**src/verilog/ctrl_pkg.sv**
```systemverilog
`default_nettype none

package ctrl_pkg;

  // Tick lengths, shortened for simulation
  localparam int TICKS_PER_MS = 10;  // clk cycles per ms tick
  localparam int LED_DIV_MS   = 8;   // ms ticks per LED tick
  localparam int CW_DELAY_MS  = 4;   // CW delay line depth

  localparam int MS_CNT_W  = $clog2(TICKS_PER_MS);
  localparam int LED_CNT_W = $clog2(LED_DIV_MS);

  localparam logic [MS_CNT_W-1:0]  MS_LAST  = MS_CNT_W'(TICKS_PER_MS - 1);
  localparam logic [LED_CNT_W-1:0] LED_LAST = LED_CNT_W'(LED_DIV_MS - 1);

  // Minimum power hold after key down, in ms
  localparam logic [9:0] KEY_UP_TIMEOUT = 10'd6;
  localparam int         HANG_W         = 10;

  // Command addresses
  localparam logic [5:0] ADDR_MODE   = 6'h09;
  localparam logic [5:0] ADDR_CWHANG = 6'h10;

  // Mode bits in the command data
  localparam int VNA_BIT    = 23;
  localparam int PA_EN_BIT  = 19;
  localparam int TR_DIS_BIT = 18;

  // Telemetry widths and slot 0 id byte
  localparam int         TELEM_W   = 12;
  localparam int         SERIAL_W  = 8;
  localparam logic [7:0] STATUS_ID = 8'h1E;

  typedef enum logic [1:0] {
    CLR   = 2'b00,
    SET   = 2'b01,
    WAIT1 = 2'b10,
    WAIT2 = 2'b11
  } led_state_e;

  typedef enum logic [1:0] {
    IDLE    = 2'b00,
    PENDING = 2'b01
  } resp_state_e;

  typedef struct packed {
    logic        valid;
    logic [5:0]  addr;
    logic        tx_on;
    logic [31:0] data;
  } cmd_echo_t;

  typedef struct packed {
    logic [2:0]  zero;
    logic [1:0]  slot;
    logic        zero1;
    logic        cwkey;
    logic        ptt;
    logic [31:0] payload;
  } status_t;

  // One 40-bit response word, read as echo or as status
  typedef union packed {
    cmd_echo_t cmd_echo;
    status_t   status;
  } resp_word_u;

endpackage

`default_nettype wire

```
**src/verilog/cmd_if.sv**
```systemverilog
`default_nettype none

interface cmd_if (
  input wire clk
);
  logic        cmd_rqst;           // One-cycle strobe
  logic [5:0]  cmd_addr;           // Valid with cmd_rqst
  logic [31:0] cmd_data;
  logic        cmd_requires_resp;
  logic        cmd_ptt;

  modport src (input clk, output cmd_rqst, cmd_addr, cmd_data, cmd_requires_resp, cmd_ptt);
  modport sink (input clk, cmd_rqst, cmd_addr, cmd_data, cmd_requires_resp, cmd_ptt);

endinterface

`default_nettype wire

```
**src/verilog/tick_timer.sv**
```systemverilog
`default_nettype none

module tick_timer (
  input  wire  clk,
  input  wire  rst_n_i,
  output logic ms_tick_o,
  output logic led_tick_o
);

  logic [ctrl_pkg::MS_CNT_W-1:0]  ms_cnt_q;
  logic [ctrl_pkg::LED_CNT_W-1:0] led_cnt_q;
  logic                           ms_wrap;

  assign ms_wrap = (ms_cnt_q == ctrl_pkg::MS_LAST);

  always_ff @(posedge clk or negedge rst_n_i) begin
    if (!rst_n_i) begin
      ms_cnt_q   <= '0;
      led_cnt_q  <= '0;
      ms_tick_o  <= 1'b0;
      led_tick_o <= 1'b0;
    end else begin
      ms_tick_o  <= ms_wrap;
      led_tick_o <= 1'b0;
      if (ms_wrap) begin
        ms_cnt_q <= '0;
        // LED tick lands on the same cycle as its ms tick
        if (led_cnt_q == ctrl_pkg::LED_LAST) begin
          led_cnt_q  <= '0;
          led_tick_o <= 1'b1;
        end else begin
          led_cnt_q <= led_cnt_q + 1'b1;
        end
      end else begin
        ms_cnt_q <= ms_cnt_q + 1'b1;
      end
    end
  end

  a_led_in_ms: assert property (@(posedge clk) disable iff (!rst_n_i)
    led_tick_o |-> ms_tick_o);

endmodule

`default_nettype wire

```
**src/verilog/cmd_regs.sv**
```systemverilog
`default_nettype none

module cmd_regs (
  input  wire                          clk,
  input  wire                          rst_n_i,
  cmd_if.sink                          cmd,
  output logic                         vna_o,
  output logic                         pa_enable_o,
  output logic                         tr_disable_o,
  output logic [ctrl_pkg::HANG_W-1:0]  cw_hang_time_o,
  output logic                         int_ptt_o
);

  always_ff @(posedge clk or negedge rst_n_i) begin
    if (!rst_n_i) begin
      vna_o          <= 1'b0;
      pa_enable_o    <= 1'b0;
      tr_disable_o   <= 1'b0;
      cw_hang_time_o <= '0;
      int_ptt_o      <= 1'b0;
    end else if (cmd.cmd_rqst) begin
      int_ptt_o <= cmd.cmd_ptt;  // Every command carries PTT
      if (cmd.cmd_addr == ctrl_pkg::ADDR_MODE) begin
        vna_o        <= cmd.cmd_data[ctrl_pkg::VNA_BIT];
        pa_enable_o  <= cmd.cmd_data[ctrl_pkg::PA_EN_BIT];
        tr_disable_o <= cmd.cmd_data[ctrl_pkg::TR_DIS_BIT];
      end else if (cmd.cmd_addr == ctrl_pkg::ADDR_CWHANG) begin
        // Hang time split across two fields of the data word
        cw_hang_time_o <= {cmd.cmd_data[31:24], cmd.cmd_data[17:16]};
      end
    end
  end

endmodule

`default_nettype wire

```
**src/verilog/led_flash.sv**
```systemverilog
`default_nettype none

module led_flash (
  input  wire  clk,
  input  wire  rst_n_i,
  input  wire  led_tick_i,
  input  wire  sig_i,
  output logic led_o
);

  ctrl_pkg::led_state_e state_q;
  ctrl_pkg::led_state_e state_d;

  always_ff @(posedge clk or negedge rst_n_i) begin
    if (!rst_n_i) begin
      state_q <= ctrl_pkg::CLR;
    end else begin
      state_q <= state_d;
    end
  end

  // Lit for two to three LED ticks per event
  always_comb begin
    state_d = state_q;
    case (state_q)
      ctrl_pkg::CLR: begin
        if (sig_i) state_d = ctrl_pkg::SET;
      end
      ctrl_pkg::SET: begin
        if (led_tick_i) state_d = ctrl_pkg::WAIT1;
      end
      ctrl_pkg::WAIT1: begin
        if (led_tick_i) state_d = ctrl_pkg::WAIT2;
      end
      ctrl_pkg::WAIT2: begin
        if (led_tick_i) state_d = ctrl_pkg::CLR;
      end
      default: state_d = ctrl_pkg::CLR;
    endcase
  end

  assign led_o = (state_q == ctrl_pkg::CLR);  // High is off

  a_clr_exit: assert property (@(posedge clk) disable iff (!rst_n_i)
    (state_q == ctrl_pkg::CLR && !sig_i) |=> state_q == ctrl_pkg::CLR);

endmodule

`default_nettype wire

```
**src/verilog/tx_sequencer.sv**
```systemverilog
`default_nettype none

module tx_sequencer (
  input  wire                          clk,
  input  wire                          rst_n_i,
  input  wire                          ms_tick_i,
  input  wire                          run_i,
  input  wire                          int_ptt_i,
  input  wire                          ext_ptt_i,
  input  wire                          ext_txinhibit_i,
  input  wire                          cw_key_i,
  input  wire                          vna_i,
  input  wire                          pa_enable_i,
  input  wire                          tr_disable_i,
  input  wire [ctrl_pkg::HANG_W-1:0]   cw_hang_time_i,
  output logic                         tx_on_o,
  output logic                         cw_keydown_o,
  output logic                         pa_tr_o,
  output logic                         pa_en_o,
  output logic                         pwr_envpa_o
);

  logic [ctrl_pkg::CW_DELAY_MS-1:0] cw_dly_q;      // One stage per ms
  logic [ctrl_pkg::HANG_W-1:0]      pwr_timeout_q;
  logic                             hang_phase_q;  // Second count runs the hang time
  logic                             cw_pwr_on_q;
  logic                             pwr_on;

  assign tx_on_o = (int_ptt_i | cw_keydown_o | ext_ptt_i) & ~ext_txinhibit_i & run_i;

  // Delay the key so the relay and PA settle before RF
  always_ff @(posedge clk or negedge rst_n_i) begin
    if (!rst_n_i) begin
      cw_dly_q <= '0;
    end else if (ms_tick_i) begin
      cw_dly_q <= {cw_dly_q[ctrl_pkg::CW_DELAY_MS-2:0], cw_key_i};
    end
  end

  assign cw_keydown_o = cw_dly_q[ctrl_pkg::CW_DELAY_MS-1];

  always_ff @(posedge clk or negedge rst_n_i) begin
    if (!rst_n_i) begin
      pwr_timeout_q <= '0;
      hang_phase_q  <= 1'b0;
      cw_pwr_on_q   <= 1'b0;
    end else if (cw_key_i) begin
      pwr_timeout_q <= ctrl_pkg::KEY_UP_TIMEOUT;  // Restart on every key down
      hang_phase_q  <= 1'b0;
      cw_pwr_on_q   <= 1'b1;
    end else if (ms_tick_i) begin
      if (pwr_timeout_q != '0) begin
        pwr_timeout_q <= pwr_timeout_q - 1'b1;
      end else if (!hang_phase_q) begin
        pwr_timeout_q <= cw_hang_time_i;
        hang_phase_q  <= 1'b1;
      end else begin
        cw_pwr_on_q <= 1'b0;
      end
    end
  end

  assign pwr_on = cw_pwr_on_q | tx_on_o;

  assign pa_tr_o     = pwr_on & ~vna_i & (pa_enable_i | ~tr_disable_i);
  assign pa_en_o     = pwr_on & ~vna_i & pa_enable_i;
  assign pwr_envpa_o = pwr_on;

endmodule

`default_nettype wire

```
**src/verilog/resp_fsm.sv**
```systemverilog
`default_nettype none

module resp_fsm (
  input  wire                            clk,
  input  wire                            rst_n_i,
  cmd_if.sink                            cmd,
  input  wire                            resp_rqst_i,
  input  wire                            tx_on_i,
  input  wire                            rxclip_i,
  input  wire                            ext_cwkey_i,
  input  wire                            ext_ptt_i,
  input  wire [ctrl_pkg::TELEM_W-1:0]    temperature_i,
  input  wire [ctrl_pkg::TELEM_W-1:0]    fwd_pwr_i,
  input  wire [ctrl_pkg::TELEM_W-1:0]    rev_pwr_i,
  input  wire [ctrl_pkg::TELEM_W-1:0]    bias_current_i,
  input  wire [ctrl_pkg::SERIAL_W-1:0]   serialno_i,
  output ctrl_pkg::resp_word_u           resp_o
);

  localparam int PAD_W = 16 - ctrl_pkg::TELEM_W;

  ctrl_pkg::resp_state_e state_q;
  ctrl_pkg::resp_state_e state_d;
  logic                  capture;
  logic                  cmd_new;
  logic [5:0]            pend_addr_q;
  logic [31:0]           pend_data_q;
  logic [1:0]            slot_q;
  logic [1:0]            clip_cnt_q;
  logic                  clip_sat;
  logic                  loaded_q;     // Set after the first response load
  ctrl_pkg::resp_word_u  resp_q;
  ctrl_pkg::resp_word_u  status_w;
  ctrl_pkg::resp_word_u  echo_w;

  assign cmd_new  = cmd.cmd_rqst & cmd.cmd_requires_resp;
  assign clip_sat = &clip_cnt_q;

  // Queue of one; a newer command replaces the pending one
  always_comb begin
    state_d = state_q;
    capture = 1'b0;
    case (state_q)
      ctrl_pkg::IDLE: begin
        if (cmd_new) begin
          capture = 1'b1;
          state_d = ctrl_pkg::PENDING;
        end
      end
      ctrl_pkg::PENDING: begin
        if (cmd_new) begin
          capture = 1'b1;
        end else if (resp_rqst_i) begin
          state_d = ctrl_pkg::IDLE;
        end
      end
      default: state_d = ctrl_pkg::IDLE;
    endcase
  end

  always_comb begin
    status_w              = '0;
    status_w.status.slot  = slot_q;
    status_w.status.cwkey = ext_cwkey_i;
    status_w.status.ptt   = ext_ptt_i;
    case (slot_q)
      2'd0: status_w.status.payload = {ctrl_pkg::STATUS_ID | {7'd0, clip_sat}, 16'h0000,
                                       serialno_i};
      2'd1: status_w.status.payload = {{PAD_W{1'b0}}, temperature_i, {PAD_W{1'b0}}, fwd_pwr_i};
      2'd2: status_w.status.payload = {{PAD_W{1'b0}}, rev_pwr_i, {PAD_W{1'b0}}, bias_current_i};
      default: status_w.status.payload = '0;  // Spare slot
    endcase
  end

  always_comb begin
    echo_w.cmd_echo.valid = 1'b1;
    echo_w.cmd_echo.addr  = pend_addr_q;
    echo_w.cmd_echo.tx_on = tx_on_i;
    echo_w.cmd_echo.data  = pend_data_q;
  end

  always_ff @(posedge clk or negedge rst_n_i) begin
    if (!rst_n_i) begin
      state_q    <= ctrl_pkg::IDLE;
      slot_q     <= 2'd0;
      clip_cnt_q <= 2'd0;
      loaded_q   <= 1'b0;
    end else begin
      state_q <= state_d;
      if (resp_rqst_i) begin
        slot_q     <= slot_q + 2'd1;  // Echo also uses up a slot
        clip_cnt_q <= 2'd0;
        loaded_q   <= 1'b1;
      end else if (!clip_sat) begin
        clip_cnt_q <= clip_cnt_q + {1'b0, rxclip_i};
      end
    end
  end

  always_ff @(posedge clk) begin
    if (capture) begin
      pend_addr_q <= cmd.cmd_addr;
      pend_data_q <= cmd.cmd_data;
    end
    if (resp_rqst_i) begin
      resp_q <= (state_q == ctrl_pkg::PENDING) ? echo_w : status_w;
    end
  end

  assign resp_o = loaded_q ? resp_q : status_w;  // Slot 0 status until first request

  a_state_ok: assert property (@(posedge clk) disable iff (!rst_n_i)
    state_q inside {ctrl_pkg::IDLE, ctrl_pkg::PENDING});

endmodule

`default_nettype wire

```
**src/verilog/radio_ctrl.sv**
```systemverilog
`default_nettype none

module radio_ctrl (
  input  wire                           clk,
  input  wire                           rst_n_i,
  input  wire                           cmd_rqst_i,
  input  wire [5:0]                     cmd_addr_i,
  input  wire [31:0]                    cmd_data_i,
  input  wire                           cmd_requires_resp_i,
  input  wire                           cmd_ptt_i,
  input  wire                           resp_rqst_i,
  input  wire                           run_i,
  input  wire                           ext_ptt_i,
  input  wire                           ext_txinhibit_i,
  input  wire                           cw_key_i,
  input  wire                           rxclip_i,
  input  wire                           rxgoodlvl_i,
  input  wire [ctrl_pkg::TELEM_W-1:0]   temperature_i,
  input  wire [ctrl_pkg::TELEM_W-1:0]   fwd_pwr_i,
  input  wire [ctrl_pkg::TELEM_W-1:0]   rev_pwr_i,
  input  wire [ctrl_pkg::TELEM_W-1:0]   bias_current_i,
  input  wire [ctrl_pkg::SERIAL_W-1:0]  serialno_i,
  output logic [39:0]                   resp_o,
  output logic                          tx_on_o,
  output logic                          cw_keydown_o,
  output logic                          pa_tr_o,
  output logic                          pa_en_o,
  output logic                          pwr_envpa_o,
  output logic                          rffe_rfsw_sel_o,
  output logic                          led_rx_o,
  output logic                          led_clip_o
);

  logic                        ms_tick;
  logic                        led_tick;
  logic                        vna;
  logic                        pa_enable;
  logic                        tr_disable;
  logic [ctrl_pkg::HANG_W-1:0] cw_hang_time;
  logic                        int_ptt;
  logic                        led_rx_flash;
  logic                        led_clip_flash;

  cmd_if u_cmd_if (.clk(clk));

  assign u_cmd_if.cmd_rqst          = cmd_rqst_i;
  assign u_cmd_if.cmd_addr          = cmd_addr_i;
  assign u_cmd_if.cmd_data          = cmd_data_i;
  assign u_cmd_if.cmd_requires_resp = cmd_requires_resp_i;
  assign u_cmd_if.cmd_ptt           = cmd_ptt_i;

  tick_timer u_tick_timer (
    .clk       (clk),
    .rst_n_i   (rst_n_i),
    .ms_tick_o (ms_tick),
    .led_tick_o(led_tick)
  );

  cmd_regs u_cmd_regs (
    .clk           (clk),
    .rst_n_i       (rst_n_i),
    .cmd           (u_cmd_if.sink),
    .vna_o         (vna),
    .pa_enable_o   (pa_enable),
    .tr_disable_o  (tr_disable),
    .cw_hang_time_o(cw_hang_time),
    .int_ptt_o     (int_ptt)
  );

  led_flash u_led_rx (
    .clk       (clk),
    .rst_n_i   (rst_n_i),
    .led_tick_i(led_tick),
    .sig_i     (rxgoodlvl_i),
    .led_o     (led_rx_flash)
  );

  led_flash u_led_clip (
    .clk       (clk),
    .rst_n_i   (rst_n_i),
    .led_tick_i(led_tick),
    .sig_i     (rxclip_i),
    .led_o     (led_clip_flash)
  );

  tx_sequencer u_tx_sequencer (
    .clk            (clk),
    .rst_n_i        (rst_n_i),
    .ms_tick_i      (ms_tick),
    .run_i          (run_i),
    .int_ptt_i      (int_ptt),
    .ext_ptt_i      (ext_ptt_i),
    .ext_txinhibit_i(ext_txinhibit_i),
    .cw_key_i       (cw_key_i),
    .vna_i          (vna),
    .pa_enable_i    (pa_enable),
    .tr_disable_i   (tr_disable),
    .cw_hang_time_i (cw_hang_time),
    .tx_on_o        (tx_on_o),
    .cw_keydown_o   (cw_keydown_o),
    .pa_tr_o        (pa_tr_o),
    .pa_en_o        (pa_en_o),
    .pwr_envpa_o    (pwr_envpa_o)
  );

  resp_fsm u_resp_fsm (
    .clk           (clk),
    .rst_n_i       (rst_n_i),
    .cmd           (u_cmd_if.sink),
    .resp_rqst_i   (resp_rqst_i),
    .tx_on_i       (tx_on_o),
    .rxclip_i      (rxclip_i),
    .ext_cwkey_i   (cw_key_i),
    .ext_ptt_i     (ext_ptt_i),
    .temperature_i (temperature_i),
    .fwd_pwr_i     (fwd_pwr_i),
    .rev_pwr_i     (rev_pwr_i),
    .bias_current_i(bias_current_i),
    .serialno_i    (serialno_i),
    .resp_o        (resp_o)
  );

  // LEDs dark while the host is not running
  assign led_rx_o   = run_i ? led_rx_flash : 1'b1;
  assign led_clip_o = run_i ? led_clip_flash : 1'b1;

  assign rffe_rfsw_sel_o = ~vna & pa_enable;

endmodule

`default_nettype wire

```
**config.mk**
```make
export PLATFORM = sky130hd
export DESIGN_NAME = radio_ctrl
export DESIGN_NICKNAME = d
export VERILOG_FILES = /design/src/verilog/ctrl_pkg.sv /design/src/verilog/cmd_if.sv /design/src/verilog/tick_timer.sv /design/src/verilog/cmd_regs.sv /design/src/verilog/led_flash.sv /design/src/verilog/tx_sequencer.sv /design/src/verilog/resp_fsm.sv /design/src/verilog/radio_ctrl.sv
export SDC_FILE = /design/constraint.sdc
export NUM_CORES = 1
export LEC_CHECK = 0
export ABC_AREA = 1
export BUFFER_PORTS_ARGS = -buffer_cell sky130_fd_sc_hd__buf_2
export CORE_MARGIN = 2
export CORE_UTILIZATION = 50
export CTS_CLUSTER_SIZE = 16
export DETAILED_ROUTE_END_ITERATION = 12
export PLACE_DENSITY = 0.75
export SYNTH_ARGS = -nofsm -noshare
export SYNTH_HDL_FRONTEND = slang
export SYNTH_SLANG_ARGS = --single-unit
```
**constraint.sdc**
```tcl
create_clock -name clk -period 1.85 [get_ports clk]
set_input_delay 0.0925 -clock clk [delete_from_list [all_inputs] [get_ports clk]]
set_output_delay 0.0925 -clock clk [all_outputs]
set_load 0.02 [all_outputs]
```
======== After elaboration in Yosys (flattened, before gate mapping) ========
Cells that the tools add are included.
word-level totals
  register bits ........................... 128
  latch bits .............................. 0
  RAM bits ................................ 0
  bits in read-only memories .............. 0
  output and inout port bits .............. 48
  memories kept ........................... 0
cells by class
  add/sub/neg operators ................... 5
  $mul .................................... 0
  div/mod/pow operators ................... 0
  magnitude comparators ................... 0
  eq/ne operators ......................... 27
  shift operators ......................... 0
  multiplexer cells ....................... 35
  bitwise operators ....................... 15
  reduce and logical (&&, ||, !) cells .... 17
operators by type and width
  cell                                                                    number
  29-bit case mux with 3 select lines                                     1
  40-bit two-way mux                                                      2
  10-bit two-way mux                                                      4
  2-bit != test (second input constant)                                   12
  2-bit two-way mux                                                       10
  2-bit case mux with 4 select lines                                      2
  1-bit two-way mux                                                       13
  2-bit equality test (second input constant)                             5
  10-bit nonzero test                                                     1
  10-bit by 1-bit subtractor with 10-bit output (second input constant)   1
  3-bit AND reduction                                                     3
  2-bit by 1-bit equality test with 1-bit output (second input constant)  4
  2-bit zero test                                                         4
  2-bit AND reduction                                                     4
  4-bit AND reduction                                                     2
  1-bit bitwise AND                                                       7
  6-bit by 4-bit equality test with 1-bit output (second input constant)  1
  6-bit by 5-bit equality test with 1-bit output (second input constant)  1
  4-bit by 1-bit adder with 4-bit output (second input constant)          1
  4-bit equality test (second input constant)                             1
  4-bit two-way mux                                                       1
  1-bit inverter                                                          4
  1-bit OR                                                                4
  2-bit case mux with 2 select lines                                      1
  9 further kinds                                                         10

======== Logic depth before layout (Yosys ltp) ========
  word-level depth ........................ 7
  gate-level depth with buffers ........... 10
  mapped depth without buffers ............ 10

======== Hierarchy ========
A second synthesis with hierarchy kept.
second synthesis, totals
  cell total of the unflattened synthesis .. 741
  area total of the unflattened synthesis .. 6433.7 µm²
by module, submodules not included
  module        instances  cells each  area an instance (µm²)  seq. area each (µm²)
  resp_fsm      1          423         3977.6                  2492.4
  tx_sequencer  1          156         1029.7                  400.4
  cmd_regs      1          67          618.1                   350.3
  led_flash     2          24          201.4                   50.0
  tick_timer    1          41          380.4                   225.2
  radio_ctrl    1          6           25.0                    0.0

======== Worst setup path before layout ========
No wires, ideal clock.
  path type ............................... flip-flop to output port
  start ................................... register u_resp_fsm.slot_q[0]
  end ..................................... output port resp_o[16]
  arrival time ............................ 1764 ps
  required time ........................... 1757 ps
  path slack .............................. -6 ps
  stages on the path, launching flop included .. 7
  path buffers ............................ 1
  path through ............................ dfrtp_1 > inv_1 > ha_1 > clkbuf_1 > a22o_1 > nand2_1 > o21ai_0
on the way
  word-level cells in the longest chain between the ends .. 3
  elaborated cells between the ends (all ways) .. 5
  those cells by class .................... eq/ne (2); mux (2); reduce/logical (1)
RTL lines
  item                                               line              text
  from (decl)                                        resp_fsm.sv:28    logic [1:0] slot_q;
  from (signal assigned)                             resp_fsm.sv:91    slot_q <= slot_q + 2'd1;
  2-bit equality test, or another cell as far along  resp_fsm.sv:66    case (slot_q)
  29-bit case mux with 3 select lines (*)            resp_fsm.sv:66
  40-bit two-way mux (*)                             resp_fsm.sv:110   assign resp_o = loaded_q ? resp_q : status_w;
  to (decl)                                          radio_ctrl.sv:23  output logic [39:0] resp_o,
Every way passes the cells marked *; elsewhere a longest branch is shown, timed or not.

======== Worst setup path after layout ========
  start ................................... register u_resp_fsm.slot_q[1]
  end ..................................... output port resp_o[16]
The elaborated chain is that of the path after synthesis.

==> key figures <==
CTS
  • Worst-case clock buffer depth: 2
  • H-tree depth: 4
  • CTS Buf Count: 17
  • Clk pin slew, worst setup/hold paths: ~0.060 ns
  • Clock sinks: 127
  • Clock insertion delay at the later pin of the skew report: 0.41 ns
  • Clk root buf: clkbuf_16
  • CTS tree: yes

Layout
  • Area Growth Syn to Fin: 39.8%
  • Nets: 991
  • Fin area: roughly 8500 um2
  • Multi-input logic area: 2150 um2
  • N_diodes: 0
  • Share of layout cells above drive strength 1: 28.4%
  • FILL cells: ~900
  • FF+latch area: 3570 um2

Pwr
  • Power Density: about 1300 nW/um2
  • Overall Power: about 0.011 W
  • Max IR drop VDD: 0.000746 V
  • Leakage power: 4.09 nW

Timing
  • Final setup vio count: 24
  • Max-slew headroom: 57.7%
  • Fin crit period: 1.98 ns
  • Post-Route Skew: roughly 0.005 ns
  • Final Cycle Share: 107%
  • Final Hold Viols: 0
  • Final WS setup: -0.129 ns
  • Fmax: 0.505 GHz
  • Slew of the pin with the lowest slew margin: ~0.63 ns
  • Unrepaired setup endpoints after global routing: true
  • Final count of pins violating max slew: 0

Setup path
  • Largest stage delay, worst path: just over 0.4 ns
  • Worst R2R Start: u_resp_fsm.slot_q[1]
  • Ordered cell list for the critical path: buf_4 > ha_4 > buf_12 > a22o_1 > nand2_1 > o21ai_1 > buf_4
  • Crit path max-delay cell type: dfrtp_1
  • Crit Path Max Fanout: 12
  • Worst Path Arrival: 1.89 ns
  • Critical Path Start Type: flip-flop
  • Crit. Startpoint: u_resp_fsm.slot_q[1]
  • Cell mode on critical path: buf_4
  • CP Capture Type: output pin
  • RR Endpoint: u_resp_fsm.resp_q[16]
  • Setup CP Type: reg -> out
  • Delay-heaviest family, CP: buffers and inverters
  • Logic depth of the worst setup path including buffers: 7
  • WP data required: between 1.5 and 2 ns
  • FF-to-FF path depth: 8
  • CP Buf/Inv Count: 3
  • R2r setup slk: ~0.080 ns
  • CP endpoint: resp_o[16]

Place
  • GP Congestion: 0.885
  • Post-DP HPWL: roughly 10 mm
  • Post-DP Area: 7060 um2
  • IO buf count: 153

Synth
  • Mean area per synthesized cell: roughly 9.4 um2
  • Mapped Area: 6060 um2
  • Syn Nets: between 700 and 800
  • Synth cell types: 31
  • Cells after Synth: 647
  • Syn. warnings: 0
  • Leading area contributor after synthesis: edfxtp_1
  • Post-synthesis register bit count: 127
  • Sequential area share after synthesis: 58.9%
  • Top-area cell type share of the netlist area: 38.7%
  • Dominant cells by area after synthesis: edfxtp_1, dfrtp_1, nand2_1, o21ai_0, inv_1

Flow run
  • Max cap viols: 0

Die
  • # rows: 40
  • Initial Utilization: around half
  • DIE WIDTH: 114 um
  • I/O Pins: about 150
  • Die H: 114 um
  • DIE AREA: 13000 um2
  • CORE AREA: about 12000 um2

Global route
  • GRT Overall Usage: 24.1%
  • Largest net degree at the start of global routing: 68
  • Gr ovfl total: 0
  • Antenna violations before repair: 0
  • First-pass GRT wire length: 24.5 mm
  • Vias in the first global route: 5266

Routing
  • Residual DRC count: 0
  • Iteration-0 DRC count of the detailed router: around 370
  • Drt first pass iters: 5
  • DRT antenna net count: 0
  • DR vias: approximately 5300
  • Detailed Route WL: 15.4 mm
  • Avg WL per Cell: 15.0 um
  • Avg Vias per Cell: 5.13

Status
  • Violated checks: negative setup slack
  • Status: complete, but fails checks

Hold path
  • Hold WC Path Type: in -> reg
[synthesized netlist by cell type, drive strengths merged]
| cell | number |
|---|---|
| nand3 | 29 |
| edfxtp | 78 |
| xor2 | 4 |
| dfrtp | 49 |
| nor4 | 1 |
| nor3b | 1 |
| ha | 17 |
| clkbuf | 22 |
| inv | 75 |
| xnor2 | 3 |
| o211ai | 2 |
| o21ai | 97 |
| o21a | 1 |
| or2 | 5 |
| buf | 5 |
| nand2 | 207 |
| nor3 | 3 |
| nand4 | 2 |
| a22o | 12 |
| a21oi | 11 |
| nor2 | 23 |
[power breakdown]
part	leakage (nW)	internal, W	total [W]	switching (W)
clock	0.303	0.00238	0.00361	0.00123
sequential	1.37	0.00347	0.00368	0.000210
combinational	2.41	0.00159	0.00355	0.00196
total	4.09	0.00744	0.0108	0.00340
[per-stage QoR]
step	hold slack [ns]	setup TNS (ns)	util (%)	setup slack, ns	instances
final	0.00573	-1.89	71.1	-0.129	1028
after global routing	0.0374	-3.59	71.1	-0.185	1028
after CTS	0.00282	-2.01	70.4	-0.134	1020
after detailed placement	0.238	0	59.3	0.152	931
after global placement	0.230	0	59.3	0.192	931
after floorplan	-0.203	0	-	0.0340	647
[logic make-up after synthesis]
| logic type | share of synthesized area, % |
|---|---|
| xor gates and xnor gates | 1.01 |
| AOI/OAI and AO/OA | 11.3 |
| buffers and inverters | 6.51 |
| and+or+nand+nor | 18.8 |
| DFF | 58.9 |
| adders and majority gates | 3.51 |
[cells in the final DEF, fill, tap and decap left out, drive strengths merged]
master / Yosys / layout
clkinvlp: 0 / 4
nand3: 29 / 29
nand4: 2 / 2
nor4: 1 / 1
o21ai: 97 / 97
a22o: 12 / 12
nor3b: 1 / 1
inv: 75 / 76
dfrtp: 49 / 49
ha: 17 / 17
edfxtp: 78 / 78
nand2: 207 / 207
xnor2: 3 / 3
buf: 5 / 186
a21oi: 11 / 11
xor2: 4 / 4
clkinv: 0 / 5
o211ai: 2 / 2
nor2: 23 / 23
or2: 5 / 5
dlygate4sd3: 0 / 43
bufinv: 0 / 5
nor3: 3 / 3
o21a: 1 / 1
clkbuf: 22 / 17
[sequential cells by signal, summed over array words and instances (netlist names), 3 cells and up]
| register | flops |
|---|---|
| u_resp_fsm.resp_q | 40 |
| u_resp_fsm.pend_data_q | 32 |
| u_cmd_regs.cw_hang_time_o | 10 |
| u_tx_sequencer.pwr_timeout_q | 10 |
| u_resp_fsm.pend_addr_q | 6 |
| u_tick_timer.ms_cnt_q | 4 |
| u_tx_sequencer.cw_dly_q | 4 |
| u_tick_timer.led_cnt_q | 3 |
[routing by layer]
layer	part of all wire [%]	routed length, um	vias up	global-route usage [%]
li1	-	-	2577	-
met1	41	6380	2465	29.1
met2	51	7800	200	42.7
met3	5.8	891	29	4.98
met4	2.2	343	0	9.19
met5	0	0	-	0
[layout make-up]
type / count / share of cell area, %
Tap cell: 147 / 2.17
Sequential cell: 127 / 42.2
Inverter: 75 / 3.38
Clock buffer: 17 / 5.02
Timing Repair Buffer: 229 / 19.3
Multi-Input combinational cell: 418 / 25.4
Clock inverter: 15 / 2.56
[worst register-to-register path, delay by kind of cell, from the launching register on]
family / cells / cell delay, ns
flops: 1 / 0.41
compound gates: 2 / 0.31
simple gates: 1 / 0.10
buf+inv: 4 / 0.51
fa+ha+maj: 1 / 0.18
[repair_timing]
action | 4_1_cts | 5_1_grt
resized for setup | 52 | 9
buffers inserted | 12 | 8
hold endpoints to repair | 106 | 0
setup endpoints to repair | 24 | 29
pin swaps | 2 | 7
gates cloned | 2 | 0
hold buffers | 43 | 0
[worst min path at each step]
stage / startpoint / endpoint / cells after the start
final: cmd_rqst_i / u_cmd_regs.int_ptt_o / 2
after global placement: rst_n_i / u_cmd_regs.cw_hang_time_o[9] / 2
after detailed placement: rst_n_i / u_cmd_regs.cw_hang_time_o[6] / 2
after global routing: cmd_rqst_i / u_cmd_regs.int_ptt_o / 2
after CTS: cmd_rqst_i / u_cmd_regs.int_ptt_o / 2
after floorplan: rst_n_i / u_cmd_regs.cw_hang_time_o[0] / 0
Note: power is estimated with default switching activity, not from simulation.
